`src/reqQueue.sv`:
```
`timescale 1ns/100ps
`default_nettype none

module reqQueue #(
  parameter type PAYLOAD = logic,
  parameter int QUEUE_DEPTH = 4
) (
  input  wire logic clk,
  input  wire logic reset,
  input  wire logic push,
  input  wire PAYLOAD pushData,
  input  wire logic pop,
  output logic full,
  output logic empty,
  output PAYLOAD popData
);

  localparam int PTR_BITS = (QUEUE_DEPTH > 1) ? $clog2(QUEUE_DEPTH) : 1;
  localparam int CNT_BITS = $clog2(QUEUE_DEPTH + 1);

  PAYLOAD entries [QUEUE_DEPTH];
  logic [PTR_BITS-1:0] wrPtr;
  logic [PTR_BITS-1:0] rdPtr;
  logic [CNT_BITS-1:0] count;

  function automatic logic [PTR_BITS-1:0] nextPtr(input logic [PTR_BITS-1:0] ptr);
    return (ptr == PTR_BITS'(QUEUE_DEPTH - 1)) ? '0 : ptr + 1'b1;
  endfunction

  always_ff @(posedge clk) begin
    if (push) begin
      entries[wrPtr] <= pushData;
    end
  end

  always_ff @(posedge clk) begin
    if (reset) begin
      wrPtr <= '0;
      rdPtr <= '0;
      count <= '0;
    end else begin
      if (push) begin
        wrPtr <= nextPtr(wrPtr);
      end
      if (pop) begin
        rdPtr <= nextPtr(rdPtr);
      end
      case ({push, pop})
        2'b10: count <= count + 1'b1;
        2'b01: count <= count - 1'b1;
        default: ;
      endcase
    end
  end

  assign full = count == CNT_BITS'(QUEUE_DEPTH);
  assign empty = count == '0;
  assign popData = entries[rdPtr];

  noPushWhenFull: assert property (@(posedge clk) disable iff (reset) !(push && full));
  noPopWhenEmpty: assert property (@(posedge clk) disable iff (reset) !(pop && empty));

endmodule

`default_nettype wire

```
`config.mk`:
```
export PLATFORM = sky130hd
export DESIGN_NAME = reqQueue
export DESIGN_NICKNAME = d
export VERILOG_FILES = /design/src/reqQueue.sv
export SDC_FILE = /design/constraint.sdc
export NUM_CORES = 1
export LEC_CHECK = 0
export BUFFER_PORTS_ARGS = -buffer_cell sky130_fd_sc_hd__clkbuf_2
export CAP_MARGIN = 20
export CORE_AREA = 2 2 39 41
export DETAILED_ROUTE_END_ITERATION = 16
export DIE_AREA = 0 0 41 43
export PLACE_DENSITY = 0.78
export SYNTH_ARGS = -nofsm -noshare
export SYNTH_HDL_FRONTEND = slang
export SYNTH_SLANG_ARGS = --single-unit
```
`constraint.sdc`:
```
create_clock -name clk -period 1.6 [get_ports clk]
set_input_delay 0.24 -clock clk [delete_from_list [all_inputs] [get_ports clk]]
set_output_delay 0.24 -clock clk [all_outputs]
set_load 0.005 [all_outputs]
```
### Word level (Yosys, flattened, before mapping)

Memory sizes are Yosys's and may differ from the RTL's. A register that Yosys moved wholly into a read port is not among the register bits.
Cells that the tools add are included.

| operators by class | value |
|---|---|
| multiplexer cells | 7 |
| equal/unequal tests | 5 |
| reductions and logical operators | 2 |
| add/subtract/negate cells | 4 |

Operator list:

| operator | number |
|---|---|
| 2-bit 2-to-1 mux | 4 |
| 2-bit == test (second input constant) | 3 |
| 3-bit case mux with 2 select lines | 1 |
| 2-bit by 1-bit adder with 2-bit output (second input constant) | 2 |
| 3-bit by 1-bit adder with 3-bit output (second input constant) | 1 |
| 3-bit == test (second input constant) | 1 |
| 3-bit zero test | 1 |
| 3-bit by 1-bit subtractor with 3-bit output (second input constant) | 1 |
| 2-bit by 1-bit == test with 1-bit output (second input constant) | 1 |
| 1-bit 2-to-1 mux | 2 |
| 2-bit nonzero test | 1 |

| storage, ports and cells | value |
|---|---|
| input port bits | 5 |
| bits in writable memories | 4 |
| register bits after elaboration | 7 |
| memories | 1 |

Memories:

| memory | words | width | read ports | clocked after memory_dff | wr ports | line | text |
|---|---|---|---|---|---|---|---|
| entries | 4 | 1 | 1 | 1 | 1 | 21 | `PAYLOAD entries [QUEUE_DEPTH];` |

### Depth between registers and ports, before layout

| logic depth | value |
|---|---|
| depth in word-level cells | 4 |
| mapped depth | 7 |

### Worst setup path before layout

No wires, ideal clock.

| timing | value |
|---|---|
| kind | in2reg |
| from | in push |
| to | reg count[2] |
| slack | 92 ps |
| arrival | 1438 ps |
| path buffers | 0 |
| cell stages on the path | 7 |
| required time | 1530 ps |
| cell sequence | inv_1 ha_1 inv_1 fa_1 xor2_1 or3_1 a21oi_1 |

| on the way | value |
|---|---|
| word-level cells in the longest chain between the ends | 2 |

Ends and longest elaborated chain:

| item | line | text |
|---|---|---|
| from (decl) | 10 | `input wire logic push,` |
| 2-bit by 1-bit == test with 1-bit output / 2-bit == test (equally long branches) | 48 | `case ({push, pop})` |
| 3-bit case mux with 2 select lines / 2-bit nonzero test (equally long branches) | - |  |
| to (signal assigned) | 49 | `2'b10: count <= count + 1'b1;` |
| to (signal assigned) | 50 | `2'b01: count <= count - 1'b1;` |
| to (decl) | 24 | `logic [CNT_BITS-1:0] count;` |

Parallel ways exist; a longest one is shown, timed or not.
A chain may end at the register's enable or synchronous reset.

### Final worst setup path

| timing | value |
|---|---|
| from | reg count[0] |
| to | reg count[2] |

| on the way | value |
|---|---|
| word-level cells in the longest chain between the ends | 2 |

Ends and longest elaborated chain:

| item | line |
|---|---|
| 3-bit by 1-bit subtractor with 3-bit output / 3-bit by 1-bit adder with 3-bit output (equally long branches) | 50, 49 |
| 3-bit case mux with 2 select lines (*) | 48 |

Mark *: on every way between the ends. The rest lies on a longest branch, timed or not.

==> impl_metrics.json <==
{
  "cts-root-buf": "clkbuf_4",
  "cp_max_fo": 3,
  "grt_start_max_net_pins": 9,
  "synth-edff-count": 4,
  "setup_ws_ns": 0.0916,
  "synth_seq_area_share": 0.508,
  "dr.max_layer_used": "met4",
  "synth_most_common_cell": "dfxtp_1",
  "rsz0062_at_grt": "false",
  "drt-met1-wl_um": 384,
  "synth_area_per_cell_um2": 11.1,
  "nNetsFinal": 81,
  "portBuffers": 7,
  "die_y_um": 43,
  "vias_per_cell": 4.80,
  "clock_latency_ns": 0.27,
  "grt_antenna_before_repair": 0,
  "die_w_um": 41,
  "clockBufferDepth": 2,
  "p_total_uw": 705,
  "drtIter0Drc": 4,
  "p_switching_uw": 181,
  "routed-wl-met3_um": 20,
  "grt_pass1_vias": 370,
  "cts_hold_buf": 0,
  "comb_power_share": 0.175,
  "finalMaxSlewViolations": 0,
  "yosysTopAreaCell": "dfxtp_1",
  "reg2reg_setup_slack_ns": 0.09,
  "fin_setup_tns_ns": 0,
  "core-area_um2": 1380,
  "overflow": 0,
  "cts.sinks": 13,
  "syn_nets": 65,
  "totalWireLength_um": 883,
  "synthDominantCellAreaShare": 0.305,
  "n_antenna_cell": 0,
  "die-area_um2": 1760,
  "worstSetupPathType": "flop to flop",
  "netlist_area_um2": 591,
  "ant_nets": 0,
  "worstPathRequired_ns": 1.81,
  "worst_pin_slew_ns": 0.185,
  "drc": 0,
  "ff2ff_path_depth": 5,
  "clk_pin_slew_worst_paths_ns": 0.08,
  "min_period_ns": 1.51,
  "synth_cell_type_count": 16,
  "rows": 14,
  "cts_buffers": 3,
  "hpwlAfterDp_um": 683,
  "slew-limit-headroom": 0.876,
  "drive_gt1_frac": 0.265,
  "leakage_uw": 0.000323,
  "grt_pass1_wl_mm": 1.37,
  "hold_path_class": "input pin to flop",
  "synth_top_flop_cell": "dfxtp_1",
  "drtPass1Iterations": 4,
  "wire_per_inst_um": 10.5,
  "ir_worst_vdd_mv": 0.401,
  "gr-usage-all-layers": 0.124,
  "met2_length_um": 462,
  "dp_slack_ns": -0.0881,
  "rr_startpoint": "count[0]",
  "gp_congestion": 0.683,
  "vias": 403,
  "start_util": 0.427,
  "tritoncts": "built",
  "seqPwrFrac": 0.548,
  "switching_share": 0.257,
  "syn_inst": 53,
  "setup_viol": 0,
  "finalClockSkew_ns": 0.00240,
  "p_per_area_nw_per_um2": 999,
  "htree_levels": 1,
  "hold_viol_final": 0,
  "yosys_warnings": 0,
  "area_growth_pct": 19.5,
  "synth_area_leaders": "dfxtp_1 31%, edfxtp_1 20%, ha_1 13%",
  "cp-start-kind": "flop",
  "ios": 8,
  "holdWs_ns": 0.196,
  "cp-endpoint": "count[2]",
  "reg2reg_to": "count[2]",
  "yosys-top-cells-count": "9 x dfxtp_1, 7 x inv_1, 7 x nor2_1",
  "fmax_ghz": 0.663,
  "period_share": 0.943,
  "crit_start": "count[0]",
  "end_kind": "flop",
  "max_cap_viol_count": 0,
  "synth_seq_cells": 13,
  "status": "complete, no violations",
  "clkPwrFrac": 0.277,
  "synthArstFlopShare": 0,
  "p_int_uw": 524,
  "critPathArrivalTime_ns": 1.71
}
[logic make-up (layout without fill, tap and decap cells)]
| kind of cell | after synthesis | in the layout | share of synthesized area |
|---|---|---|---|
| AO/OA/AOI/OAI | 5 | 5 | 0.0424 |
| XOR/XNOR | 2 | 2 | 0.0297 |
| adder cells (fa/ha/maj) | 7 | 7 | 0.161 |
| buffers and inverters | 7 | 22 | 0.0445 |
| flip-flops | 13 | 13 | 0.508 |
| multiplexers | 3 | 3 | 0.0720 |
| AND/OR/NAND/NOR | 16 | 16 | 0.142 |
[metal layers]
metal | GRT usage | up-vias
met1 | 0.123 | 192
met5 | 0 | -
met3 | 0.0471 | 2
li1 | - | 205
met2 | 0.200 | 4
met4 | 0.0800 | 0
[how the worst min path moves through the flow]
stage / start / end / slack, ns / cells past startpoint
2_1_floorplan: reset / count[2] / 0.31 / 1
3_3_place_gp: pushData / entries[0] / 0.47 / 1
3_5_place_dp: pushData / entries[3] / 0.48 / 1
4_1_cts: pushData / entries[3] / 0.19 / 1
5_1_grt: pushData / entries[1] / 0.18 / 1
6_report: pushData / entries[3] / 0.20 / 1
[final cells by class]
type / instances / area (µm²)
flip-flops and latches: 13 / 303
multi-input cells: 33 / 264
well taps: 16 / 20.0
inverters: 7 / 26.3
fillers: 121 / 678
clock buffers: 3 / 22.5
repair buffers: 11 / 65.1
clock inverters: 1 / 5.00
[repair_timing]
| action | CTS | global route |
|---|---|---|
| endpoints found under the hold margin | 0 | 0 |
| buffers inserted | 0 | 1 |
| setup endpoints to repair | 0 | 1 |
| gates resized for setup | 0 | 2 |
[worst max-delay path, stage by stage (launching register included)]
cell     delay (ns)
dfxtp_2        0.35
inv_1          0.07
fa_1           0.43
xor2_1         0.16
or3_1          0.30
a21oi_1        0.14
[metrics by stage]
stage | instances | area, µm² | util
after floorplan | 53 | 591 | -
after global placement | 79 | 668 | 0.483
after detailed placement | 79 | 668 | 0.483
after CTS | 83 | 696 | 0.503
after global routing | 84 | 706 | 0.510
final | 84 | 706 | 0.510
[cells in the final DEF (no fill, tap or decap), drive strengths merged]
cell	count
clkbuf	10
and3	1
inv	7
a21oi	4
fa	1
ha	6
mux4	1
or3	1
buf	4
and2	4
clkinv	1
nor3b	2
o21ai	1
nor3	1
mux2i	2
xor2	2
dfxtp	9
edfxtp	4
nor2	7
[power by group through the flow]
stage / logic, µW / registers (µW) / clock network (µW)
detailed placement: 118 / 392 / 0
CTS: 119 / 385 / 204
global route: 141 / 390 / 226
floorplan: 75.3 / 388 / 0
global placement: 112 / 390 / 0
finish: 123 / 386 / 195
No activity file was read; power rests on OpenSTA's default activity.
