<file path="src/common/memFuncPkg.sv">
`default_nettype none

package memFuncPkg;

  localparam int WORD_BITS = 36;
  localparam int SECTION_BITS = 5;
  localparam int OFFSET_BITS = 18;

  // Microinstruction MEM field
  typedef enum logic [3:0] {
    NOP          = 4'd0,
    AREAD        = 4'd1,
    READ_AR      = 4'd2,
    READ_ARX     = 4'd3,
    WRITE        = 4'd4,
    RW_CYCLE     = 4'd5,
    RPW_CYCLE    = 4'd6,
    UNCOND_FETCH = 4'd7
  } memFuncT;

  typedef logic [2:0] dispatchT;

  typedef enum logic [1:0] {
    DEST_AR  = 2'd0,
    DEST_ARX = 2'd1,
    DEST_IR  = 2'd2
  } destT;

  typedef struct packed {
    logic [OFFSET_BITS-1:0] offset;
    logic doRead;
    logic doWrite;
    destT dest;
    logic [WORD_BITS-1:0] writeData;
  } cycleReqT;

  // AREAD cycle kind as {read, write, fetch}
  function automatic logic [2:0] dispatchCycle(input dispatchT dispatch);
    logic [2:0] kind;
    case (dispatch)
      3'd1: kind = 3'b101;
      3'd3: kind = 3'b010;
      3'd4, 3'd5: kind = 3'b100;
      3'd6, 3'd7: kind = 3'b110;
      default: kind = 3'b000;
    endcase
    return kind;
  endfunction

endpackage

`default_nettype wire

</file>
<file path="src/mcl/vmaContext.sv">
`timescale 1ns/100ps
`default_nettype none

module vmaContext (
  input  wire logic clk,
  input  wire logic reset,
  input  wire logic [memFuncPkg::SECTION_BITS-1:0] vmaSection,
  input  wire logic [memFuncPkg::OFFSET_BITS-1:0] vmaOffset,
  input  wire logic userMode,
  input  wire logic publicMode,
  input  wire logic prevEnable,
  input  wire logic prevUser,
  input  wire logic [memFuncPkg::SECTION_BITS-1:0] prevSection,
  input  wire logic fmExtended,
  input  wire logic cycleAccept,
  input  wire logic cycleRead,
  input  wire logic cycleWrite,
  input  wire logic cycleFetch,
  output logic [memFuncPkg::OFFSET_BITS-1:0] effOffset,
  output logic adrErrNow,
  output logic [7:0] heldStatus
);

  logic usePrev;
  logic sectionNonZero;
  logic [memFuncPkg::SECTION_BITS-1:0] effSection;
  logic ctxUser;
  logic ctxPublic;
  logic ctxPrevious;
  logic ctxExtended;

  // Fetches always run in the current context
  assign usePrev = prevEnable & ~cycleFetch;
  assign effSection = usePrev ? prevSection : vmaSection;
  assign sectionNonZero = |effSection;
  assign effOffset = vmaOffset;

  assign ctxUser = usePrev ? prevUser : userMode;
  assign ctxPublic = publicMode;
  assign ctxPrevious = usePrev;
  assign ctxExtended = fmExtended & sectionNonZero;

  // Sections only exist with extended addressing
  assign adrErrNow = sectionNonZero & ~fmExtended;

  always_ff @(posedge clk) begin
    if (reset) begin
      heldStatus <= '0;
    end else if (cycleAccept) begin
      heldStatus <= {ctxUser, ctxPublic, ctxPrevious, ctxExtended,
                     cycleRead, cycleWrite, cycleFetch, adrErrNow};
    end
  end

endmodule

`default_nettype wire

</file>
<file path="config.mk">
export PLATFORM = sky130hd
export DESIGN_NAME = vmaContext
export DESIGN_NICKNAME = d
export VERILOG_FILES = /design/src/common/memFuncPkg.sv /design/src/mcl/vmaContext.sv
export SDC_FILE = /design/constraint.sdc
export NUM_CORES = 1
export LEC_CHECK = 0
export BUFFER_PORTS_ARGS = -buffer_cell sky130_fd_sc_hd__buf_4
export CORE_MARGIN = 4
export CORE_UTILIZATION = 30
export DETAILED_ROUTE_END_ITERATION = 8
export MAX_ROUTING_LAYER = met4
export PLACE_DENSITY = 0.86
export SLEW_MARGIN = 20
export SYNTH_ARGS = -nofsm -noshare
export SYNTH_HDL_FRONTEND = slang
export SYNTH_SLANG_ARGS = --single-unit
export TNS_END_PERCENT = 100
</file>
<file path="constraint.sdc">
create_clock -name clk -period 1.15 [get_ports clk]
set_input_delay 0.115 -clock clk [delete_from_list [all_inputs] [get_ports clk]]
set_output_delay 0.115 -clock clk [all_outputs]
set_load 0.1 [all_outputs]
</file>
== Word-level counts from Yosys, hierarchy flattened ==
Cells that the tools add are included.

* Register bits: 8
* Output and inout port bits: 27
* Word-level logic and storage cells: 9

* Multiplexer cells: 2
* Bitwise operators: 5
* Reduce and logical (&&, ||, !) cells: 1

{| class="wikitable"
|+ Operators by type and width
! cell !! number
|-
| 5-bit two-way mux || 1
|-
| 5-bit OR reduction || 1
|-
| 1-bit AND || 3
|-
| 1-bit NOT || 2
|-
| 1-bit two-way mux || 1
|}

== Logic depth before layout (Yosys ltp) ==
* Word-level depth: 5
* Mapped depth: 3
* Gate-level depth less buffers: 3

== Worst setup path after synthesis ==
No wires, ideal clock.

* Kind: input port to output port
* From: input port prevEnable
* To: output port adrErrNow
* Data arrival time: 2.434 ns
* Required time: 1.035 ns
* Path slack: -1.399 ns
* Cell stages on the path: 3
* Buffers on the path: 0
* Path through: nor2b_1 > nor4_2 > nor3_1

* Longest elaborated chain between the ends: 4

{| class="wikitable"
|+ Ends and longest elaborated chain
! item !! RTL line !! text
|-
| start, declared || vmaContext.sv:11 || <nowiki>input wire logic prevEnable,</nowiki>
|-
| 1-bit AND || vmaContext.sv:33 || <nowiki>assign usePrev = prevEnable & ~cycleFetch;</nowiki>
|-
| 5-bit two-way mux || vmaContext.sv:34 || <nowiki>assign effSection = usePrev ? prevSection : vmaSection;</nowiki>
|-
| 5-bit OR reduction || vmaContext.sv:35 || <nowiki>assign sectionNonZero = |effSection;</nowiki>
|-
| 1-bit AND || vmaContext.sv:44 || <nowiki>assign adrErrNow = sectionNonZero & ~fmExtended;</nowiki>
|-
| end, declared || vmaContext.sv:20 || <nowiki>output logic adrErrNow,</nowiki>
|}

No other way between the ends.

== Worst setup path in the final report ==
* From: input port prevSection[2] (netlist name)
* To: output port adrErrNow

* Longest elaborated chain between the ends: 3

{| class="wikitable"
|+ Ends and longest elaborated chain
! item !! RTL line !! text
|-
| start, declared || vmaContext.sv:13 || <nowiki>input wire logic [memFuncPkg::SECTION_BITS-1:0] prevSection,</nowiki>
|-
| 5-bit two-way mux || vmaContext.sv:34 ||
|-
| 5-bit OR reduction || vmaContext.sv:35 ||
|-
| 1-bit AND || vmaContext.sv:44 ||
|}

No other way between the ends.

==> impl_metrics.tcl <==
set metrics [dict create \
    fp.dieArea_mm2 0.002416 \
    post_synth_simple_gate_area_pct 24.88 \
    die_width_um 49.15 \
    hold_class "in -> reg" \
    worstHoldPathCells 2 \
    design.final.nets 114 \
    cp.required_ns 1.03 \
    io_count 66 \
    wl_per_cell_um 13.12 \
    status "finished, violations left" \
    finalHoldViolCount 0 \
    fillerInstances 159 \
    ant_nets 0 \
    grt_pass1_vias 432 \
    cts.sinks 8 \
    largest_register_ffs 8 \
    worst_clock_skew_ns 0 \
    synthTopCellsByArea "dfxtp_1 32%, buf_4 27%, mux2i_1 9.9%" \
    overall_routed_net_length_mm 1.181 \
    post_synth_most_frequent_cells "18 x buf_4, 8 x dfxtp_1, 6 x nor2_1" \
    clock_power_share_pct 27.4 \
    synth_mux_area_share_pct 9.852 \
    clk_root_buffer_cell "clkbuf_4" \
    post_syn_instances 55 \
    crit_path_start_kind "input port" \
    remaining_drc_errors 0 \
    yosysWarnings 0 \
    leakagePower_uw 0.0003431 \
    cts_htree_levels 1 \
    portion_of_synthesized_cell_area_occupied_by_the_leading_cell_type_pct 31.53 \
    vdd_drop_max_mv 0.7607 \
    synth-edff-count 0 \
    buf_inv_on_cp 2 \
    grt-ovfl-total 0 \
    synth-seq-area-share_pct 31.53 \
    cp.depth 5 \
    via_density_per_instance 4.733 \
    endpoint_kind "output port" \
    power.share.combinational_pct 35.4 \
    worstMarginPinSlew_ns 0.2764 \
    timing.max_cap.violations 0 \
    ys_types 17 \
    post-route-worst-setup-slack_ns -0.07816 \
    layout-drive-gt1-share_pct 68.92 \
    num_vias 426 \
    maxSlewHeadroom_pct 81.33 \
    gp_congestion 0.6720 \
    maxSlewViolCount 0 \
    cell_internal_pwr_uw 533.3 \
    synth_compound_area_share_pct 5.172 \
    seq_power_share_pct 37.2 \
    path_cells "buf_6, or3_4, nor4_4, nor3_4, buf_12" \
    area_of_the_mapped_netlist_um2 508.0 \
    power_density_mw_per_mm2 1130 \
    timing.final.crit_share_pct 106.8 \
    ys_dominant_reg_cell "dfxtp_1" \
    clock_buffers_created_by_tritoncts 3 \
    post-synth-top-count-cell "buf_4" \
    switching_share_pct 34.87 \
    post_detail_place_hpwl_um 953 \
    failed_checks "setup timing" \
    max_stage_delay_ns 0.38 \
    port_buffers 29 \
    grt_setup_unrepaired "yes" \
    timing.critical_path.max_delay_family "simple AND/OR/NAND/NOR gates" \
    ys_async_sr_fraction_pct 0 \
    cts_tree "built" \
    cp_max_fo 2 \
    clock_latency_ns 0.25 \
    total_switching_power_uw 285.6 \
    worst_ep_arrival_time_ns 1.11 \
    grt_util_all_layers_pct 10.47 \
    global_route_wire_length_before_repair_mm 1.918 \
    yosys.area_share.adder_pct 0 \
    number_of_rows_in_the_core_area 14 \
    n_antenna_cell 0 \
    max_flop_register "heldStatus" \
    cts.reportedPaths.clkPinSlew_ns 0.06 \
    mappedNetlistNets 94 \
    combinational_family_with_the_most_area_after_synthesis "buffers and inverters" \
    top_flop_regs "heldStatus (8)" \
    layout_min_cycle_time_ns 1.228 \
    synth_top_area_cell "dfxtp_1" \
    post-route-util_pct 46.47 \
    grt_start_max_net_pins 12 \
    detailedRoute.firstPassIterationCount 4 \
    synth-seq-cells 8 \
    cts_hold_buf 0 \
    critPathKind "in -> out" \
    setup-violations-final 1 \
    coreArea_mm2 0.001559 \
    critical_path.slowest_cell "or3_4" \
    start_util_pct 32.58 \
    die_height_um 49.15 \
    area_growth_syn_to_layout_pct 42.61 \
    dr.first_iter.drc_count 4 \
    totalNegativeSetupSlack_ns -0.07816 \
    synth_area_per_cell_um2 9.236 \
    antenna_found_initial 0 \
    synth_xor_xnor_area_share_pct 0 \
    fmax_mhz 814.2 \
    clockBufferDepth 2 \
    r2r.worst_path.cells 2 \
]
[area by class of cell]
| type | instances | area [um2] | area share (%) |
|---|---|---|---|
| tap | 16 | 20.02 | 2.763 |
| sequential | 8 | 172.7 | 23.83 |
| multi-input combinational | 27 | 219.0 | 30.22 |
| timing repair buffer | 35 | 286.5 | 39.55 |
| clock buffer | 4 | 26.28 | 3.627 |
[timing repair]
action	4_1_cts	5_1_grt
resized for setup	5	2
cloned	0	0
setup endpoints to repair	1	1
pin swaps	3	1
buffers inserted	1	1
[layout by cell type, fill, tap and decap left out, types with 2 or more instances in the layout]
cell | synthesis | layout
buf_4 | 18 | 31
dfxtp_2 | 0 | 7
nor2_1 | 6 | 6
mux2i_1 | 5 | 5
nand2_1 | 3 | 3
clkbuf_4 | 0 | 3
buf_6 | 0 | 3
or3_4 | 1 | 2
nand2b_1 | 2 | 2
or3b_1 | 2 | 2
[metal layers]
metal | vias up | GRT usage (%) | wire length, um
met5 | - | - | 0
met4 | 0 | 1.896 | 5
met3 | 2 | 6.728 | 146
met2 | 27 | 16.74 | 590
met1 | 187 | 10.89 | 438
li1 | 210 | - | -
[power groups by stage]
stage / registers (uW) / clock network [uW] / logic, uW
after floorplan: 429 / 0 / 360
after CTS: 304 / 235 / 290
after global placement: 309 / 0 / 277
after global routing: 305 / 249 / 306
final: 305 / 224 / 290
after detailed placement: 309 / 0 / 280
[logic make-up (layout without fill, tap and decap cells)]
| group | after synthesis | in the layout |
|---|---|---|
| mux | 5 | 5 |
| buf+inv | 20 | 39 |
| simple gates | 19 | 19 |
| compound gates | 3 | 3 |
| flops | 8 | 8 |
[final timing paths]
kind | startpoint | end | slack (ns)
worst max register to register | heldStatus[4]$_SDFFE_PP0P_ | heldStatus[4]$_SDFFE_PP0P_ | 0.29
worst min register to register | heldStatus[2]$_SDFFE_PP0P_ | heldStatus[2]$_SDFFE_PP0P_ | 0.48
worst min-delay path | reset | heldStatus[3]$_SDFFE_PP0P_ | 0.1
worst max-delay path | prevSection[2] | adrErrNow | -0.08
[through the flow]
| step | cells | cell area [um2] | power (uW) | hold slack (ns) | worst slack (ns) |
|---|---|---|---|---|---|
| after global placement | 84 | 654.4 | 585.5 | 0.2307 | -0.1544 |
| after CTS | 89 | 708.2 | 829.4 | 0.09321 | -0.1476 |
| after floorplan | 55 | 531.8 | 789.0 | 0.2497 | -0.1239 |
| final | 90 | 724.4 | 818.9 | 0.09530 | -0.07816 |
| after detailed placement | 84 | 654.4 | 589.7 | 0.2307 | -0.1812 |
| after global routing | 90 | 724.4 | 860.7 | 0.1138 | -0.1082 |
Note: power is estimated with default switching activity, not from simulation.
