[config.mk]
export PLATFORM = sky130hd
export DESIGN_NAME = cycleArbiter
export DESIGN_NICKNAME = d
export VERILOG_FILES = /design/src/common/memFuncPkg.sv /design/src/common/diagPkg.sv /design/src/cycleArbiter.sv
export SDC_FILE = /design/constraint.sdc
export NUM_CORES = 1
export LEC_CHECK = 0
export BUFFER_PORTS_ARGS = -buffer_cell sky130_fd_sc_hd__buf_2
export CORE_AREA = 2 2 92 94
export DETAILED_ROUTE_END_ITERATION = 8
export DIE_AREA = 0 0 94 96
export PLACE_DENSITY = 0.56
export SLEW_MARGIN = 30
export SYNTH_ARGS = -nofsm -noshare
export SYNTH_HDL_FRONTEND = slang
export SYNTH_SLANG_ARGS = --single-unit
export TNS_END_PERCENT = 1
[constraint.sdc]
create_clock -name clk -period 1.05 [get_ports clk]
set_input_delay 0 -clock clk [delete_from_list [all_inputs] [get_ports clk]]
set_output_delay 0 -clock clk [all_outputs]
set_load 0.01 [all_outputs]
[src/common/memFuncPkg.sv]
`default_nettype none

package memFuncPkg;

  localparam int WORD_BITS = 36;
  localparam int SECTION_BITS = 5;
  localparam int OFFSET_BITS = 18;

  // Microinstruction MEM field
  typedef enum logic [3:0] {
    NOP          = 4'd0,
    AREAD        = 4'd1,
    READ_AR      = 4'd2,
    READ_ARX     = 4'd3,
    WRITE        = 4'd4,
    RW_CYCLE     = 4'd5,
    RPW_CYCLE    = 4'd6,
    UNCOND_FETCH = 4'd7
  } memFuncT;

  typedef logic [2:0] dispatchT;

  typedef enum logic [1:0] {
    DEST_AR  = 2'd0,
    DEST_ARX = 2'd1,
    DEST_IR  = 2'd2
  } destT;

  typedef struct packed {
    logic [OFFSET_BITS-1:0] offset;
    logic doRead;
    logic doWrite;
    destT dest;
    logic [WORD_BITS-1:0] writeData;
  } cycleReqT;

  // AREAD cycle kind as {read, write, fetch}
  function automatic logic [2:0] dispatchCycle(input dispatchT dispatch);
    logic [2:0] kind;
    case (dispatch)
      3'd1: kind = 3'b101;
      3'd3: kind = 3'b010;
      3'd4, 3'd5: kind = 3'b100;
      3'd6, 3'd7: kind = 3'b110;
      default: kind = 3'b000;
    endcase
    return kind;
  endfunction

endpackage

`default_nettype wire

[src/common/diagPkg.sv]
`default_nettype none

package diagPkg;

  typedef struct packed {
    logic [memFuncPkg::OFFSET_BITS-1:0] offset;
    logic doWrite;
    logic [memFuncPkg::WORD_BITS-1:0] writeData;
  } diagReqT;

  localparam logic [1:0] RESP_OKAY = 2'b00;
  localparam logic [1:0] RESP_SLVERR = 2'b10;

  // Byte address, far above any memory size
  localparam logic [31:0] STATUS_ADDR = 32'h0010_0000;

endpackage

`default_nettype wire

[src/cycleArbiter.sv]
`timescale 1ns/100ps
`default_nettype none

module cycleArbiter #(
  parameter int ADDR_WIDTH = 10
) (
  input  wire logic clk,
  input  wire logic reset,
  input  wire logic aEmpty,
  input  wire memFuncPkg::cycleReqT aData,
  input  wire logic bEmpty,
  input  wire diagPkg::diagReqT bData,
  output logic aPop,
  output logic bPop,
  output logic memEn,
  output logic memWe,
  output logic [ADDR_WIDTH-1:0] memAddr,
  output logic [memFuncPkg::WORD_BITS-1:0] memWdata,
  input  wire logic [memFuncPkg::WORD_BITS-1:0] memRdata,
  output logic aRespValid,
  output logic bRespValid,
  output logic [memFuncPkg::WORD_BITS-1:0] respWord
);

  logic lastB;

  // Microcode wins unless it went last and diag is waiting
  assign aPop = ~aEmpty & (bEmpty | lastB);
  assign bPop = ~bEmpty & ~aPop;
  assign memEn = aPop | bPop;

  always_comb begin
    if (aPop) begin
      memWe = aData.doWrite;
      memAddr = aData.offset[ADDR_WIDTH-1:0];
      memWdata = aData.writeData;
    end else begin
      memWe = bPop & bData.doWrite;
      memAddr = bData.offset[ADDR_WIDTH-1:0];
      memWdata = bData.writeData;
    end
  end

  always_ff @(posedge clk) begin
    if (reset) begin
      lastB <= 1'b0;
      aRespValid <= 1'b0;
      bRespValid <= 1'b0;
    end else begin
      if (memEn) begin
        lastB <= bPop;
      end
      aRespValid <= aPop & aData.doRead;
      bRespValid <= bPop & ~bData.doWrite;
    end
  end

  assign respWord = memRdata;

  popsExclusive: assert property (@(posedge clk) disable iff (reset) !(aPop && bPop));

endmodule

`default_nettype wire

# Word-level counts from Yosys, hierarchy flattened
# Index checks and enable logic that the tools add are counted.
[totals]
register_bits = 3
out_inout_bits = 88
elab_cells = 17
[classes]
mux = 3
bitwise_logic = 11
[ops]
columns = ["operator", "count"]
rows = [
  ["36-bit 2-to-1 mux", 1],
  ["10-bit 2-to-1 mux", 1],
  ["1-bit AND", 5],
  ["1-bit inverter", 4],
  ["1-bit bitwise OR", 2],
  ["1-bit 2-to-1 mux", 1],
]

# Depth between registers and ports, before layout
[depth]
ltp_word = 6
mapped_depth = 4

# Worst setup path before layout
# Ideal clock, no wire load.
[synth_path]
path_kind = "reg-to-output"
start = "reg lastB"
end = "out memAddr[2]"
arrival_time_ns = 1.118
required_ns = 1.050
setup_slack_ns = -0.068
stages_incl_launch_ff = 5
path_cell_list = "dfxtp_1 o21bai_2 buf_6 buf_6 mux2_4"
[synth_between]
elab_chain_len = 3
[synth_rtl]
columns = ["element", "line_no", "rtl"]
rows = [
  ["start, declared", "cycleArbiter.sv:25", "logic lastB;"],
  ["start signal, assigned", "cycleArbiter.sv:51", "lastB <= bPop;"],
  ["1-bit bitwise OR", "cycleArbiter.sv:28", "assign aPop = ~aEmpty & (bEmpty | lastB);"],
  ["1-bit AND", "cycleArbiter.sv:28", ""],
  ["10-bit 2-to-1 mux", "cycleArbiter.sv:33", "if (aPop) begin"],
  ["end, declared", "cycleArbiter.sv:17", "output logic [ADDR_WIDTH-1:0] memAddr,"],
]
# No other way between the ends.

# Worst setup path after layout
[layout_path]
start = "reg lastB"
end = "out memWdata[29] in the netlist's numbering"
[layout_between]
elab_chain_len = 3
[layout_rtl]
columns = ["element", "line_no", "rtl"]
rows = [
  ["1-bit bitwise OR", "cycleArbiter.sv:28", ""],
  ["1-bit AND", "cycleArbiter.sv:28", ""],
  ["36-bit 2-to-1 mux", "cycleArbiter.sv:33", ""],
  ["end, declared", "cycleArbiter.sv:18", "output logic [memFuncPkg::WORD_BITS-1:0] memWdata,"],
]
# No other way between the ends.

==> results.py <==
metrics = {
    "power": {
        "p_int_w": 0.000863,
        "ir_drop_mv": 0.212,
        "power_switching_w": 0.000378,
        "seq_power_share_pct": 10.1,
        "switching_share_pct": 30.4,
        "p_per_area_nw_per_um2": 700,
        "pwr-share-clk_pct": 26.7,
        "p_leak_nw": 0.975,
        "combPwrFrac_pct": 63.2,
        "total_power_w": 0.00124,
    },
    "run_status": {
        "violations": "negative setup slack",
        "status": "finished, violations left",
    },
    "critical_path": {
        "cp-start-kind": "register",
        "path_delay_family": "buffers and inverters",
        "cp_slowest_cell": "mux2_2",
        "critical_path.max_fanout": 28,
        "crit_type": "register to output port",
        "crit_chain": "o21bai_4, buf_12, mux2_2, buf_2",
        "worstPathRequired_ns": 1.05,
        "cpPeakStageDelay_ns": 0.35,
        "crit_path_end_kind": "output port",
        "cp_num_buf_inv": 2,
        "cp_data_arrival_time_ns": 1.42,
    },
    "yosys": {
        "synth.largest_area_cell": "mux2_2",
        "yosysUniqueCellTypes": 16,
        "syn_area_um2": 986,
        "synth_common_cells": "mux2_2 (39), buf_4 (36), mux2_4 (7)",
        "synth_top_area_share_pct": 44.5,
        "yosysMostFrequentCell": "mux2_2",
        "async_flop_share_pct": 0,
        "syn_area_per_cell_um2": 9.57,
        "synth_edf_count": 0,
        "synthTopCellsByArea": "mux2_2 (45%), buf_4 (27%), mux2_4 (11%)",
        "yosysSeqAreaShare_pct": 6.09,
        "ys.flop_type": "dfxtp_1",
        "syn_nets": 256,
        "yosysWarnings": 0,
        "ys_ff_latch": 3,
        "synth_cells": 103,
    },
    "routing": {
        "viasPerCell": 3.54,
        "vias": 1158,
        "route.detailed.drc": 0,
        "wl_met3_um": 537,
        "wl_met1_um": 1080,
        "antenna_left": 0,
        "drt-pass1-iter-count": 3,
        "post_drt_wl_per_cell_um": 11.2,
        "drtIter0Drc": 9,
        "top_layer": "met4",
        "wl_met2_um": 2030,
        "wl_um": 3660,
    },
    "die": {
        "ios": 241,
        "row_count": 33,
        "die_x_um": 94,
        "fp.dieArea_um2": 9020,
        "initial_core_util_pct": 12.2,
        "die_h_um": 96,
        "core_um2": 8050,
    },
    "global_route": {
        "grt_pass1_wl_um": 4550,
        "overflow": 0,
        "grt_start_max_net_pins": 29,
        "first_global_vias": 984,
        "antenna_found_initial": 0,
        "grt_use_total_pct": 6.43,
    },
    "placed_design": {
        "dp_slack_ns": -0.151,
        "port_buffers": 150,
        "place_congestion": 0.732,
        "dp_hpwl_um": 3260,
    },
    "cts": {
        "h-tree-depth": 1,
        "path_clk_slew_ns": 0.03,
        "clk-insertion-delay-late_ns": 0.21,
        "tritoncts": "done",
        "clock-sinks": 3,
        "cts_max_path_buffers": 2,
        "cts-buffers-inserted": 3,
        "clock-root-buffer": "clkbuf_8",
    },
    "timing": {
        "rsz0062_at_grt": "yes",
        "final_hold_viol_count": 0,
        "relSlewSlack_pct": 85.2,
        "finalSetupViolCount": 48,
        "post-route-worst-setup-slack_ns": -0.368,
        "timing.final.crit_share_pct": 135,
        "slew_violations": 0,
        "worst-slew-pin-transition_ns": 0.220,
        "max_freq_ghz": 0.705,
        "period_minus_slack_ns": 1.42,
        "finalClockSkew_ns": 0.00142,
    },
    "finish": {
        "area_growth_pct": 79.7,
        "antenna_cells": 0,
        "drive_above_1_share_pct": 93.2,
        "final_nets": 376,
        "num-fill-cells": 881,
    },
    "flow_run": {
        "maxCapViolCount": 0,
    },
    "hold_path": {
        "worstHoldPathType": "input pin to output port",
    },
}
[state kept, by name, indices dropped and copies added, names as in the netlist]
signal and count:
aRespValid 1, bRespValid 1, lastB 1
[per-stage QoR]
step | hold WS, ns | instances | TNS (ns) | instance area [um2] | utilization, %
floorplan | 0.0475 | 103 | -0.0425 | 998 | -
global placement | 0.0000686 | 321 | -5.21 | 1620 | 20.2
detailed placement | 0.0000686 | 321 | -6.07 | 1620 | 20.2
CTS | 0.0000686 | 327 | -16.74 | 1750 | 21.8
global route | 0.0000230 | 327 | -18.50 | 1770 | 22.0
finish | 0.00000444 | 327 | -16.03 | 1770 | 22.0
[power by group through the flow]
stage               logic (W)  registers [W]  clock network (W)
finish               0.000784       0.000125           0.000332
global route         0.000849       0.000125           0.000355
CTS                  0.000779       0.000125           0.000343
detailed placement   0.000726       0.000127                  0
global placement     0.000717       0.000126                  0
floorplan            0.000508       0.000128                  0
[worst paths after layout]
path | from | depth (start not counted) | slack (ns) | endpoint
hold / removal | memRdata[30] | 0 | 0.000004 | respWord[30]
setup reg to reg | lastB | 3 | 0.11 | lastB
setup / recovery | lastB | 4 | -0.37 | memWdata[29]
hold reg to reg | lastB | 3 | 0.60 | lastB
[worst reg2reg max path, stage by stage (launching register included)]
cell,delay (ns)
dfxtp_2,0.32
buf_4,0.13
or2_2,0.28
a21oi_1,0.13
[cell usage in the layout (no fill, tap or decap)]
| master | n |
|---|---|
| nor2_1 | 1 |
| nand2_1 | 2 |
| o32ai_1 | 1 |
| buf_6 | 11 |
| mux2_2 | 36 |
| or2_2 | 1 |
| dfxtp_2 | 1 |
| dlygate4sd3_1 | 2 |
| inv_1 | 3 |
| a21oi_1 | 1 |
| clkbuf_8 | 3 |
| nor4_1 | 1 |
| o21bai_4 | 1 |
| nor3b_1 | 1 |
| dfxtp_1 | 2 |
| mux2_4 | 10 |
| buf_2 | 139 |
| clkbuf_1 | 1 |
| nor2b_2 | 1 |
| buf_4 | 2 |
| buf_12 | 2 |
[layer usage]
layer	vias to the layer above	global-route usage (%)
met2	107	13.6
met5	-	0
met3	2	2.82
li1	558	-
met4	0	0.725
met1	491	5.63
[kinds of logic after synthesis]
kind of cell           after synthesis  synth area share (%)
flip-flops                           3                  6.09
multiplexers                        46                  55.2
AO/OA/AOI/OAI                        3                  2.54
AND/OR/NAND/NOR                      7                  3.81
buffers and inverters               44                  32.4
[what timing repair did]
item / in CTS / in global routing
endpoints found under the setup margin: 49 / 49
hold buffers: 2 / 0
resized for setup: 11 / 4
hold endpoints to repair: 3 / 0
buffers inserted: 0 / 0
[final cells by class]
class | count | area, um2 | area share (%)
tap | 105 | 131 | 7.42
timing repair buffer | 156 | 895 | 50.5
clock buffer | 4 | 45.0 | 2.54
multi-input combinational | 56 | 628 | 35.5
inverter | 3 | 11.3 | 0.636
sequential | 3 | 61.3 | 3.46
Note: power is estimated with default switching activity, not from simulation.
