<file path="src/common/memFuncPkg.sv">
`default_nettype none

package memFuncPkg;

  localparam int WORD_BITS = 36;
  localparam int SECTION_BITS = 5;
  localparam int OFFSET_BITS = 18;

  // Microinstruction MEM field
  typedef enum logic [3:0] {
    NOP          = 4'd0,
    AREAD        = 4'd1,
    READ_AR      = 4'd2,
    READ_ARX     = 4'd3,
    WRITE        = 4'd4,
    RW_CYCLE     = 4'd5,
    RPW_CYCLE    = 4'd6,
    UNCOND_FETCH = 4'd7
  } memFuncT;

  typedef logic [2:0] dispatchT;

  typedef enum logic [1:0] {
    DEST_AR  = 2'd0,
    DEST_ARX = 2'd1,
    DEST_IR  = 2'd2
  } destT;

  typedef struct packed {
    logic [OFFSET_BITS-1:0] offset;
    logic doRead;
    logic doWrite;
    destT dest;
    logic [WORD_BITS-1:0] writeData;
  } cycleReqT;

  // AREAD cycle kind as {read, write, fetch}
  function automatic logic [2:0] dispatchCycle(input dispatchT dispatch);
    logic [2:0] kind;
    case (dispatch)
      3'd1: kind = 3'b101;
      3'd3: kind = 3'b010;
      3'd4, 3'd5: kind = 3'b100;
      3'd6, 3'd7: kind = 3'b110;
      default: kind = 3'b000;
    endcase
    return kind;
  endfunction

endpackage

`default_nettype wire

</file>
<file path="src/common/diagPkg.sv">
`default_nettype none

package diagPkg;

  typedef struct packed {
    logic [memFuncPkg::OFFSET_BITS-1:0] offset;
    logic doWrite;
    logic [memFuncPkg::WORD_BITS-1:0] writeData;
  } diagReqT;

  localparam logic [1:0] RESP_OKAY = 2'b00;
  localparam logic [1:0] RESP_SLVERR = 2'b10;

  // Byte address, far above any memory size
  localparam logic [31:0] STATUS_ADDR = 32'h0010_0000;

endpackage

`default_nettype wire

</file>
<file path="src/diagAxiPort.sv">
`timescale 1ns/100ps
`default_nettype none

module diagAxiPort #(
  parameter int ADDR_WIDTH = 10
) (
  input  wire logic clk,
  input  wire logic reset,
  input  wire logic AWVALID,
  output logic AWREADY,
  input  wire logic [31:0] AWADDR,
  input  wire logic WVALID,
  output logic WREADY,
  input  wire logic [63:0] WDATA,
  output logic BVALID,
  input  wire logic BREADY,
  output logic [1:0] BRESP,
  input  wire logic ARVALID,
  output logic ARREADY,
  input  wire logic [31:0] ARADDR,
  output logic RVALID,
  input  wire logic RREADY,
  output logic [63:0] RDATA,
  output logic [1:0] RRESP,
  output logic reqPush,
  output diagPkg::diagReqT reqData,
  input  wire logic reqFull,
  input  wire logic respIn,
  input  wire logic [memFuncPkg::WORD_BITS-1:0] respWord,
  input  wire logic [7:0] heldStatus
);

  typedef enum logic [1:0] {IDLE, PUSH, WAIT_WORD, RESPOND} stateT;

  stateT state;
  logic readTake;
  logic writeTake;
  logic readStatus;
  logic readMem;
  logic writeMem;

  // Byte addresses, one 64-bit beat per word
  function automatic logic inMemory(input logic [31:0] addr);
    return (addr >> 3) < (32'd1 << ADDR_WIDTH);
  endfunction

  assign ARREADY = state == IDLE;
  // Reads go first; AW and W are expected together
  assign AWREADY = (state == IDLE) & ~ARVALID;
  assign WREADY = AWREADY;
  assign readTake = ARVALID & ARREADY;
  assign writeTake = AWVALID & WVALID & AWREADY;

  assign readStatus = ARADDR == diagPkg::STATUS_ADDR;
  assign readMem = inMemory(ARADDR);
  assign writeMem = inMemory(AWADDR);
  assign reqPush = (state == PUSH) & ~reqFull;

  always_ff @(posedge clk) begin
    if (reset) begin
      state <= IDLE;
      BVALID <= 1'b0;
      RVALID <= 1'b0;
    end else begin
      case (state)
        IDLE: begin
          if (readTake) begin
            RVALID <= ~readMem;
            state <= readMem ? PUSH : RESPOND;
          end else if (writeTake) begin
            BVALID <= ~writeMem;
            state <= writeMem ? PUSH : RESPOND;
          end
        end
        PUSH: begin
          if (reqPush) begin
            BVALID <= reqData.doWrite;
            state <= reqData.doWrite ? RESPOND : WAIT_WORD;
          end
        end
        WAIT_WORD: begin
          if (respIn) begin
            RVALID <= 1'b1;
            state <= RESPOND;
          end
        end
        default: begin
          if ((RVALID && RREADY) || (BVALID && BREADY)) begin
            RVALID <= 1'b0;
            BVALID <= 1'b0;
            state <= IDLE;
          end
        end
      endcase
    end
  end

  always_ff @(posedge clk) begin
    if (readTake) begin
      reqData <= '{offset: ARADDR[3 +: memFuncPkg::OFFSET_BITS], doWrite: 1'b0,
                   writeData: '0};
      RDATA <= readStatus ? 64'(heldStatus) : '0;
      RRESP <= (readStatus || readMem) ? diagPkg::RESP_OKAY : diagPkg::RESP_SLVERR;
    end else if (writeTake) begin
      reqData <= '{offset: AWADDR[3 +: memFuncPkg::OFFSET_BITS], doWrite: 1'b1,
                   writeData: WDATA[memFuncPkg::WORD_BITS-1:0]};
      BRESP <= writeMem ? diagPkg::RESP_OKAY : diagPkg::RESP_SLVERR;
    end
    if (state == WAIT_WORD && respIn) begin
      RDATA <= 64'(respWord);
    end
  end

endmodule

`default_nettype wire

</file>
<file path="config.mk">
export PLATFORM = sky130hd
export DESIGN_NAME = diagAxiPort
export DESIGN_NICKNAME = d
export VERILOG_FILES = /design/src/common/memFuncPkg.sv /design/src/common/diagPkg.sv /design/src/diagAxiPort.sv
export SDC_FILE = /design/constraint.sdc
export NUM_CORES = 1
export LEC_CHECK = 0
export ABC_AREA = 1
export BUFFER_PORTS_ARGS = -buffer_cell sky130_fd_sc_hd__clkbuf_2
export CAP_MARGIN = 10
export CORE_AREA = 2 2 121 123
export CTS_CLUSTER_SIZE = 28
export DETAILED_ROUTE_END_ITERATION = 16
export DIE_AREA = 0 0 123 125
export GPL_ROUTABILITY_DRIVEN = 0
export PLACE_DENSITY_LB_ADDON = 0.3
export SLEW_MARGIN = 40
export SYNTH_ARGS = -nofsm -noshare
export SYNTH_HDL_FRONTEND = slang
export SYNTH_SLANG_ARGS = --single-unit
</file>
<file path="constraint.sdc">
create_clock -name clk -period 2.8 [get_ports clk]
set_clock_uncertainty 0.2 [all_clocks]
set_input_delay 0.14 -clock clk [delete_from_list [all_inputs] [get_ports clk]]
set_output_delay 0.14 -clock clk [all_outputs]
set_load 0.01 [all_outputs]
</file>
# Yosys cells after proc, flatten, opt, wreduce, memory -nomap -nowiden
# Index checks and enable logic that the tools add are counted.
# W data, S select, Z words.
# word_totals
output_inout_bits,129
latchBits,0
mem_count,0
mem_bits_ro,0
ff_bits,99
ram_bits,0
inputBits,181
word_cells,71
# op_classes
bitwise_logic,12
muxes,24
n_mul,0
n_eq_ne,9
reduce_logical,15
n_div,0
shifts,0
magnitude_cmp,2
add_sub_neg,0
# ops
operator,count
$mux W55,2
$mux W36,2
$lt A29 B11 Y1 const B,2
$eq A32 B21 Y1 const B,1
$mux W2,9
$mux W8,1
$reduce_and A4 Y1,2
$mux W1,7
$not A1 Y1,7
$ne A2 B2 Y1 const B,3
$pmux W1 S3,2
$pmux W2 S3,1
$reduce_bool A3 Y1,2
$and A1 B1 Y1,5
$reduce_and A5 Y1,1
$ne A2 B1 Y1 const B,2
$reduce_bool A2 Y1,2
$reduce_bool A4 Y1,1
$logic_and A1 B1 Y1,3
$ne A3 B1 Y1 const B,1
$eq A2 B1 Y1 const B,1
$eq A2 B2 Y1 const B,1
$logic_not A2 Y1,1
$logic_or A1 B1 Y1,2
$reduce_and A2 Y1,1

# Logic depth before layout (Yosys ltp)
# Gate-level depths: netlist (run 1).
# logic_depth
ltp_word,6
depth_mapped,10
mapped_depth_nobuf,10

# Worst setup path after synthesis (run 1)
# OpenSTA, ideal clock, no wires.
# synth_path
path_type,reg2reg
startpoint,reg state[0]
endpoint,reg RDATA[0] (enable)
path_slack_ns,0.134
required_ns,2.096
path_buffers,2
arrival_time_ns,1.962
stages_incl_launch_ff,7
synth_period_minus_slack_ns,2.666
setup_ns,0.504
path_cell_list,dfxtp_1 -> inv_1 -> ha_1 -> nand2_1 -> clkbuf_1 -> clkbuf_1 -> nand2_1
# synth_between
elab_chain_len,3
word_cells_on_any_way,5
classes_between,eq/ne (1); bitwise (1); reduce/logical (3)
# synth_rtl
element,line,rtl
from (decl),diagAxiPort.sv:35,stateT state;
from (signal assigned),diagAxiPort.sv:69,state <= readMem ? PUSH : RESPOND;
from (signal assigned),diagAxiPort.sv:72,state <= writeMem ? PUSH : RESPOND;
from (signal assigned),diagAxiPort.sv:78,state <= reqData.doWrite ? RESPOND : WAIT_WORD;
$logic_not A2 Y1 / $eq A2 B2 Y1 (equally long branches),"diagAxiPort.sv:47, diagAxiPort.sv:109",
$and A1 B1 Y1 / $logic_and A1 B1 Y1 (equally long branches),"diagAxiPort.sv:51, diagAxiPort.sv:109",
$reduce_bool A2 Y1 (no line) (*),-,
to (signal assigned),diagAxiPort.sv:102,RDATA <= readStatus ? 64'(heldStatus) : '0;
to (signal assigned),diagAxiPort.sv:110,RDATA <= 64'(respWord);
to (decl),diagAxiPort.sv:23,"output logic [63:0] RDATA,"
# Mark *: on every way between the ends. The rest lies on a longest branch, timed or not.
# A chain may end at the register's enable or synchronous reset.

# Worst setup path in the final report (run 1)
# layout_path
startpoint,reg state[0]
endpoint,"reg reqData[45] (netlist bit), data pin"
# layout_between
elab_chain_len,3
# layout_rtl
element,line,rtl
$logic_not A2 Y1,diagAxiPort.sv:47,assign ARREADY = state == IDLE;
$and A1 B1 Y1,diagAxiPort.sv:51,assign readTake = ARVALID & ARREADY;
$mux W55,diagAxiPort.sv:99,if (readTake) begin
to (signal assigned),diagAxiPort.sv:100,"reqData <= '{offset: ARADDR[3 +: memFuncPkg::OFFSET_BITS], doWrite: 1'b0,"
to (signal assigned),diagAxiPort.sv:105,"reqData <= '{offset: AWADDR[3 +: memFuncPkg::OFFSET_BITS], doWrite: 1'b1,"
to (decl),diagAxiPort.sv:26,"output diagPkg::diagReqT reqData,"
# No other way between the ends.

==> flow_summary.toml, run 1 <==
[sta]
hold_slack_ns = 0.0196
tns_ns = 0
fin_crit_ns = 2.64
slew_viol_final = 0
setup_slack_ns = 0.158
worst_pin_slew_ns = 0.561
rsz0062_at_grt = "no"
finalHoldViolations = 0
setup_violations = 0
fmax_mhz = 379
maxSlewHeadroom = 0.624
fin_crit_sh = 0.943

[setup_path]
cp_top_family = "buffers and inverters"
max_stage_delay_ns = 0.56
r2r-start = "state[0]"
crit_path_top_delay_cell = "dlygate4sd3_1"
reg2reg_depth = 8
critical_path_arrival_ns = 2.53
path_class = "reg2reg"
cp.depth = 8
worstSetupEndpointType = "flop"
crit_end = "reqData[45]"
r2r-end = "reqData[45]"
crit_buf_inv = 5
crit_fanout = 14
r2r_setup_slack_ns = 0.16
worst_setup_path_start_kind = "flop"
crit_chain = "inv_1 > ha_1 > buf_4 > nand2_1 > clkinvlp_4 > buf_4 > a22o_1 > dlygate4sd3_1"
worstSetupStartpoint = "state[0]"
critical_path_required_ns = 2.69
crit_path_frequent_cell = "buf_4"

[drt]
drt_pass1_iterations = 4
drt_wl_total_um = 13600
first_iter_violations = 239
vias = 4358
viasPerCell = 4.23
ant_nets = 0
avgRoutedWirePerCell_um = 13.2
drc = 0

[logic_synthesis]
synth_cell_type_count = 30
ys_ff_latch = 97
yosys_warnings = 0
synth-simple-area-share = 0.199
synth_fa_ha_area_frac = 0.0117
synthXorXnorAreaFrac = 0
synth_mux_area_frac = 0
netlist_instances = 473
synth_compound_area_frac = 0.0861
seq_area_frac_synth = 0.584
synth_top_family_by_area = "simple AND/OR/NAND/NOR gates"
syn-cell-area_sq_mm = 0.00429
syn_area_per_cell_sq_um = 9.06

[die]
die_w_um = 123
core_area_sq_mm = 0.0142
die-area_sq_mm = 0.0154
die_h_um = 125
ioPinCount = 310
start_util = 0.302
rows = 44

[status]
status = "finished clean"

[grt]
grt_overflow = 0
grt_max_degree = 37
grtUsageMet2 = 0.319
met3_usage = 0.0401
antenna_found_initial = 0
grt_pass1_vias = 4386
grt_pass1_wl_um = 20500
use_met1 = 0.184
grt.total_usage = 0.175
busiest_layer = "met2"

[clock_network]
path_clk_slew_ns = 0.07
cts_tree = "built"
cts_root_buf = "clkbuf_16"
cts-htree-levels = 3
clockBufferDepth = 2
numCtsBuffers = 9
clock_sinks = 97
clkLatencyLatePin_ns = 0.34

[cells_and_area]
nFillCells = 1352
synthToLayoutAreaGrowth_pct = 66.8
multi_input_area_sq_mm = 0.00139
mostFrequentLayoutCell = "clkbuf_2"
layout_common_cells = "clkbuf_2 (248), nor2_1 (128), dlygate4sd3_1 (116)"
diodes = 0
regArea_sq_mm = 0.00250
final_nets = 1027
drive_gt1_frac = 0.336

[power]
fin_total_pwr_mw = 5.70
p_per_area_mw_per_mm2 = 797
ir_worst_vdd_v = 0.000351
leakagePower_nw = 3.55

[placement]
io_buffer_count = 248
dp_hpwl_um = 9610
place_ws_ns = 0.628

[run]
drv_cap = 0

[min_path]
hold_start = "AWADDR[18]"
min_path_type = "in2reg"
==> cell type report <==
| class | instances | area share |
|---|---|---|
| clock inverter | 4 | 0.00420 |
| multi-input combinational | 306 | 0.194 |
| sequential | 97 | 0.350 |
| clock buffer | 12 | 0.0390 |
| inverter | 50 | 0.0268 |
| timing repair buffer | 378 | 0.354 |
| tap | 184 | 0.0322 |
==> worst min path at each step <==
stage	endpoint	slack, ns	cells after the start
2_1_floorplan	RVALID	0.009	1
3_3_place_gp	RVALID	0.18	2
3_5_place_dp	state[0]	0.18	2
4_1_cts	reqData[52]	0.002	3
5_1_grt	reqData[47]	0.02	3
6_report	reqData[52]	0.02	3
==> cells in the mapped netlist <==
cell	count	area (sq um)
o211ai_1	1	7.51
clkbuf_1	11	41.3
edfxtp_1	56	1680
nand4_1	8	50.1
a21oi_1	6	30.0
conb_1	1	3.75
nor3_1	3	15.0
a22o_1	8	70.1
or2_2	1	6.26
nor2_4	1	11.3
buf_4	36	270
a32o_1	2	20.0
nand3_1	9	45.0
nand3_2	1	10.0
o22ai_1	1	6.26
inv_2	2	7.51
ha_1	4	50.1
and2_1	1	6.26
nand3_4	1	17.5
nand2_1	53	199
inv_1	48	180
nor2_2	1	6.26
buf_1	1	3.75
buf_2	1	5.00
a21boi_0	1	7.51
nor2_1	128	480
dfxtp_1	41	821
o21a_1	1	7.51
nor4_1	1	6.26
o21ai_0	44	220
==> timing repair <==
item	in CTS	in global routing
resized for setup	0	1
setup buffers	0	3
hold buffers	116	0
endpoints found under the setup margin	0	8
hold endpoints to repair	94	0
==> kinds of logic after synthesis <==
logic type | Yosys count
other | 1
buffers and inverters | 99
flip-flops | 97
adder cells (fa/ha/maj) | 4
AND/OR/NAND/NOR | 208
AO/OA/AOI/OAI | 64
==> worst register-to-register path, stage by stage (launching register included) <==
cell and delay (ns):
dfxtp_1 0.39, inv_1 0.08, ha_1 0.22, buf_4 0.17, nand2_1 0.21, clkinvlp_4 0.12
buf_4 0.19, a22o_1 0.25, dlygate4sd3_1 0.56
==> flip-flops by register name, summed over array words and instances, names as in the netlist <==
signal,count
RDATA,36
BRESP,1
state,2
reqData,55
BVALID,1
RVALID,1
RRESP,1
==> through the flow <==
| stage | cells | area, sq um | utilization |
|---|---|---|---|
| after global placement | 896 | 5650 | 0.398 |
| after detailed placement | 896 | 5650 | 0.398 |
| after floorplan | 502 | 4400 | - |
| final | 1031 | 7150 | 0.503 |
| after global routing | 1031 | 7150 | 0.503 |
| after CTS | 1028 | 7120 | 0.502 |
==> where the power goes <==
part           switching [mW]  leakage, nW  internal (mW)
clock network           0.545        0.146          0.715
logic                    1.26         2.52          0.949
registers               0.172        0.888           2.06
total                    1.98         3.55           3.72
==> metal layers <==
layer,part of all wire,vias to the layer above
met1,0.38,1924
li1,-,2207
met2,0.51,211
met3,0.088,16
met5,0,-
met4,0.022,0
Power figures use the tool's default switching activity.
==> run 2, diff against run 1 <==
--- a/config.mk
+++ b/config.mk
@@ -5,13 +5,13 @@
 export SDC_FILE = /design/constraint.sdc
 export NUM_CORES = 1
 export LEC_CHECK = 0
-export ABC_AREA = 1
+export ABC_AREA = 0
 export BUFFER_PORTS_ARGS = -buffer_cell sky130_fd_sc_hd__clkbuf_2
 export CAP_MARGIN = 10
-export CORE_AREA = 2 2 121 123
+export CORE_AREA = 2 2 120 122
 export CTS_CLUSTER_SIZE = 28
 export DETAILED_ROUTE_END_ITERATION = 16
-export DIE_AREA = 0 0 123 125
+export DIE_AREA = 0 0 122 124
 export GPL_ROUTABILITY_DRIVEN = 0
 export PLACE_DENSITY_LB_ADDON = 0.3
 export SLEW_MARGIN = 40
==> flow_summary.toml, run 2 <==
[cells_and_area]
top_register = "reqData"
drive_gt1_frac = 0.380
reg_top3 = "reqData x55, RDATA x36, state x2"
diodes = 0
final_nets = 946
mostFrequentLayoutCell = "clkbuf_2"
largest_reg_flops = 55
final_util = 0.511
nFillCells = 1250
layout_common_cells = "clkbuf_2 (248), dlygate4sd3_1 (118), nand2_1 (96)"
synthToLayoutAreaGrowth_pct = 66.3

[grt]
grt_overflow = 0
antenna_found_initial = 0
use_met1 = 0.184
grt_max_degree = 37
met3_usage = 0.0343
grtUsageMet2 = 0.352
grt_pass1_wl_um = 20900
grt.total_usage = 0.182
busiest_layer = "met2"
grt_pass1_vias = 4280

[setup_path]
worst_setup_path_start_kind = "input port"
cp_top_family = "buffers and inverters"
crit_path_top_delay_cell = "dlygate4sd3_1"
critical_path_required_ns = 2.81
critical_path_arrival_ns = 2.70
crit_path_frequent_cell = "dlygate4sd3_1"
r2r-end = "reqData[48]"
reg2reg_depth = 8
r2r-start = "state[1]"
crit_buf_inv = 3
r2r_setup_slack_ns = 0.18
worstSetupEndpointType = "flop"
path_class = "in2reg"
crit_chain = "dlygate4sd3_1 > clkbuf_2 > nor4_1 > nand4_2 > or2_1 > o21ai_2 > dlygate4sd3_1"
max_stage_delay_ns = 0.57
crit_fanout = 8
cp.depth = 7
worstSetupStartpoint = "ARADDR[16]"
crit_end = "RDATA[3]"

[sta]
fmax_mhz = 372
tns_ns = 0
hold_slack_ns = 0.0362
rsz0062_at_grt = "no"
fin_crit_ns = 2.69
finalHoldViolations = 0
slew_viol_final = 0
setup_violations = 0
setup_slack_ns = 0.112
fin_crit_sh = 0.960

[logic_synthesis]
syn-cell-area_sq_mm = 0.00422
ys_async_sr_fraction = 0
ys.flop_type = "edfxtp_1"
yosys.area.top_type = "edfxtp_1"
syn_area_per_cell_sq_um = 10.5
netlist_instances = 403
seq_area_frac_synth = 0.593
yosys_warnings = 0
synth_cell_type_count = 44
synth.top_cells.by_count = "nand2_1 (96), edfxtp_1 (56), dfxtp_1 (41)"
synth_top_area_frac = 0.399
netlist_top_cells_area = "edfxtp_1 (40%), dfxtp_1 (19%), nand2_1 (8.5%)"
synth.most_common_cell = "nand2_1"
synth_edf_count = 56
ys_ff_latch = 97

[run]
drv_cap = 0

[clock_network]
clkLatencyLatePin_ns = 0.34
numCtsBuffers = 9
cts_root_buf = "clkbuf_16"
path_clk_slew_ns = 0.07
cts_tree = "built"
clockBufferDepth = 2
cts-htree-levels = 3
post_cts_buffers = 0
clock_sinks = 97

[die]
core_area_sq_mm = 0.0137
die_w_um = 122
die-area_sq_mm = 0.0151
die_h_um = 124
rows = 43
start_util = 0.307
ioPinCount = 310

[drt]
avgRoutedWirePerCell_um = 15.2
viasPerCell = 4.58
first_iter_violations = 197
drc = 0
drt_pass1_iterations = 4
drt_wl_total_um = 14400
ant_nets = 0
vias = 4328

[power]
combPwrFrac = 0.363
ir_worst_vdd_v = 0.000301
power_frac_clock = 0.229
seqPwrFrac = 0.408
internal-power_mw = 3.53
p_per_area_mw_per_mm2 = 762
p_sw_mw = 1.81
leakagePower_nw = 3.33
fin_total_pwr_mw = 5.34
swShare = 0.339

[min_path]
hold_start = "ARADDR[31]"
min_path_type = "in2reg"

[placement]
io_buffer_count = 248
dp_hpwl_um = 10200
place_ws_ns = 0.567

[status]
status = "finished clean"
[run 2: changes by cell type in the layout (fill, tap and decap cells not counted), sizes merged, moves of 9 or more]
cell   delta
nor2    -123
a22o     +10
nand2    +43
o21ai    -34
nor4      +9
a21oi    +31
and3     +28
inv      -45
[run 2: worst min-delay path by stage]
stage          cells past startpoint     endpoint  slack (ns)
4_1_cts                            2  reqData[50]       0.001
3_3_place_gp                       3  reqData[30]        0.16
6_report                           4     RRESP[1]        0.04
3_5_place_dp                       3  reqData[15]        0.17
2_1_floorplan                      1     state[0]        0.01
5_1_grt                            4     RRESP[1]        0.06
[run 2: metal layers]
metal / vias up / wire length [um]
met2: 238 / 7630
met5: - / 0
met1: 1985 / 5270
li1: 2083 / -
met3: 22 / 1060
met4: 0 / 433
[run 2: cell type report]
| type | count | area [sq um] | area share |
|---|---|---|---|
| inverter | 5 | 18.8 | 0.00268 |
| clock buffer | 11 | 264 | 0.0377 |
| clock inverter | 5 | 36.3 | 0.00518 |
| multi-input combinational | 272 | 1460 | 0.209 |
| sequential | 97 | 2500 | 0.357 |
| tap | 180 | 225 | 0.0321 |
| timing repair buffer | 376 | 2500 | 0.357 |
[run 2: per-stage QoR]
step	cells	area, sq um
floorplan	432	4330
global placement	812	5520
detailed placement	812	5520
CTS	945	6990
global route	946	7010
finish	946	7010
[run 2: power groups by stage]
stage / clock network, mW / logic (mW) / registers, mW
2_1_floorplan: 0 / 0.810 / 2.39
3_3_place_gp: 0 / 1.71 / 2.19
3_5_place_dp: 0 / 1.74 / 2.21
4_1_cts: 1.27 / 1.95 / 2.18
5_1_grt: 1.33 / 2.13 / 2.22
6_report: 1.23 / 1.94 / 2.18
[run 2: cells by family (layout without fill, tap and decap cells)]
family,count (synthesis),after routing,share of synthesized area
simple gates,161,161,0.182
other cells,1,30,0.000889
mux,2,2,0.00504
fa+ha+maj,4,4,0.0119
buf+inv,63,397,0.0872
compound gates,75,75,0.119
flops,97,97,0.593
[run 2: what timing repair did]
item / CTS / global route
endpoints found under the hold margin: 95 / 1
hold buffers: 117 / 1
resized for setup: 0 / 2
setup endpoints to repair: 0 / 9
[run 2: tightest hold or removal path, stage by stage]
cell and delay (ns):
clkbuf_2 0.09, nor3_2 0.04, nand4_2 0.11, a21o_1 0.10
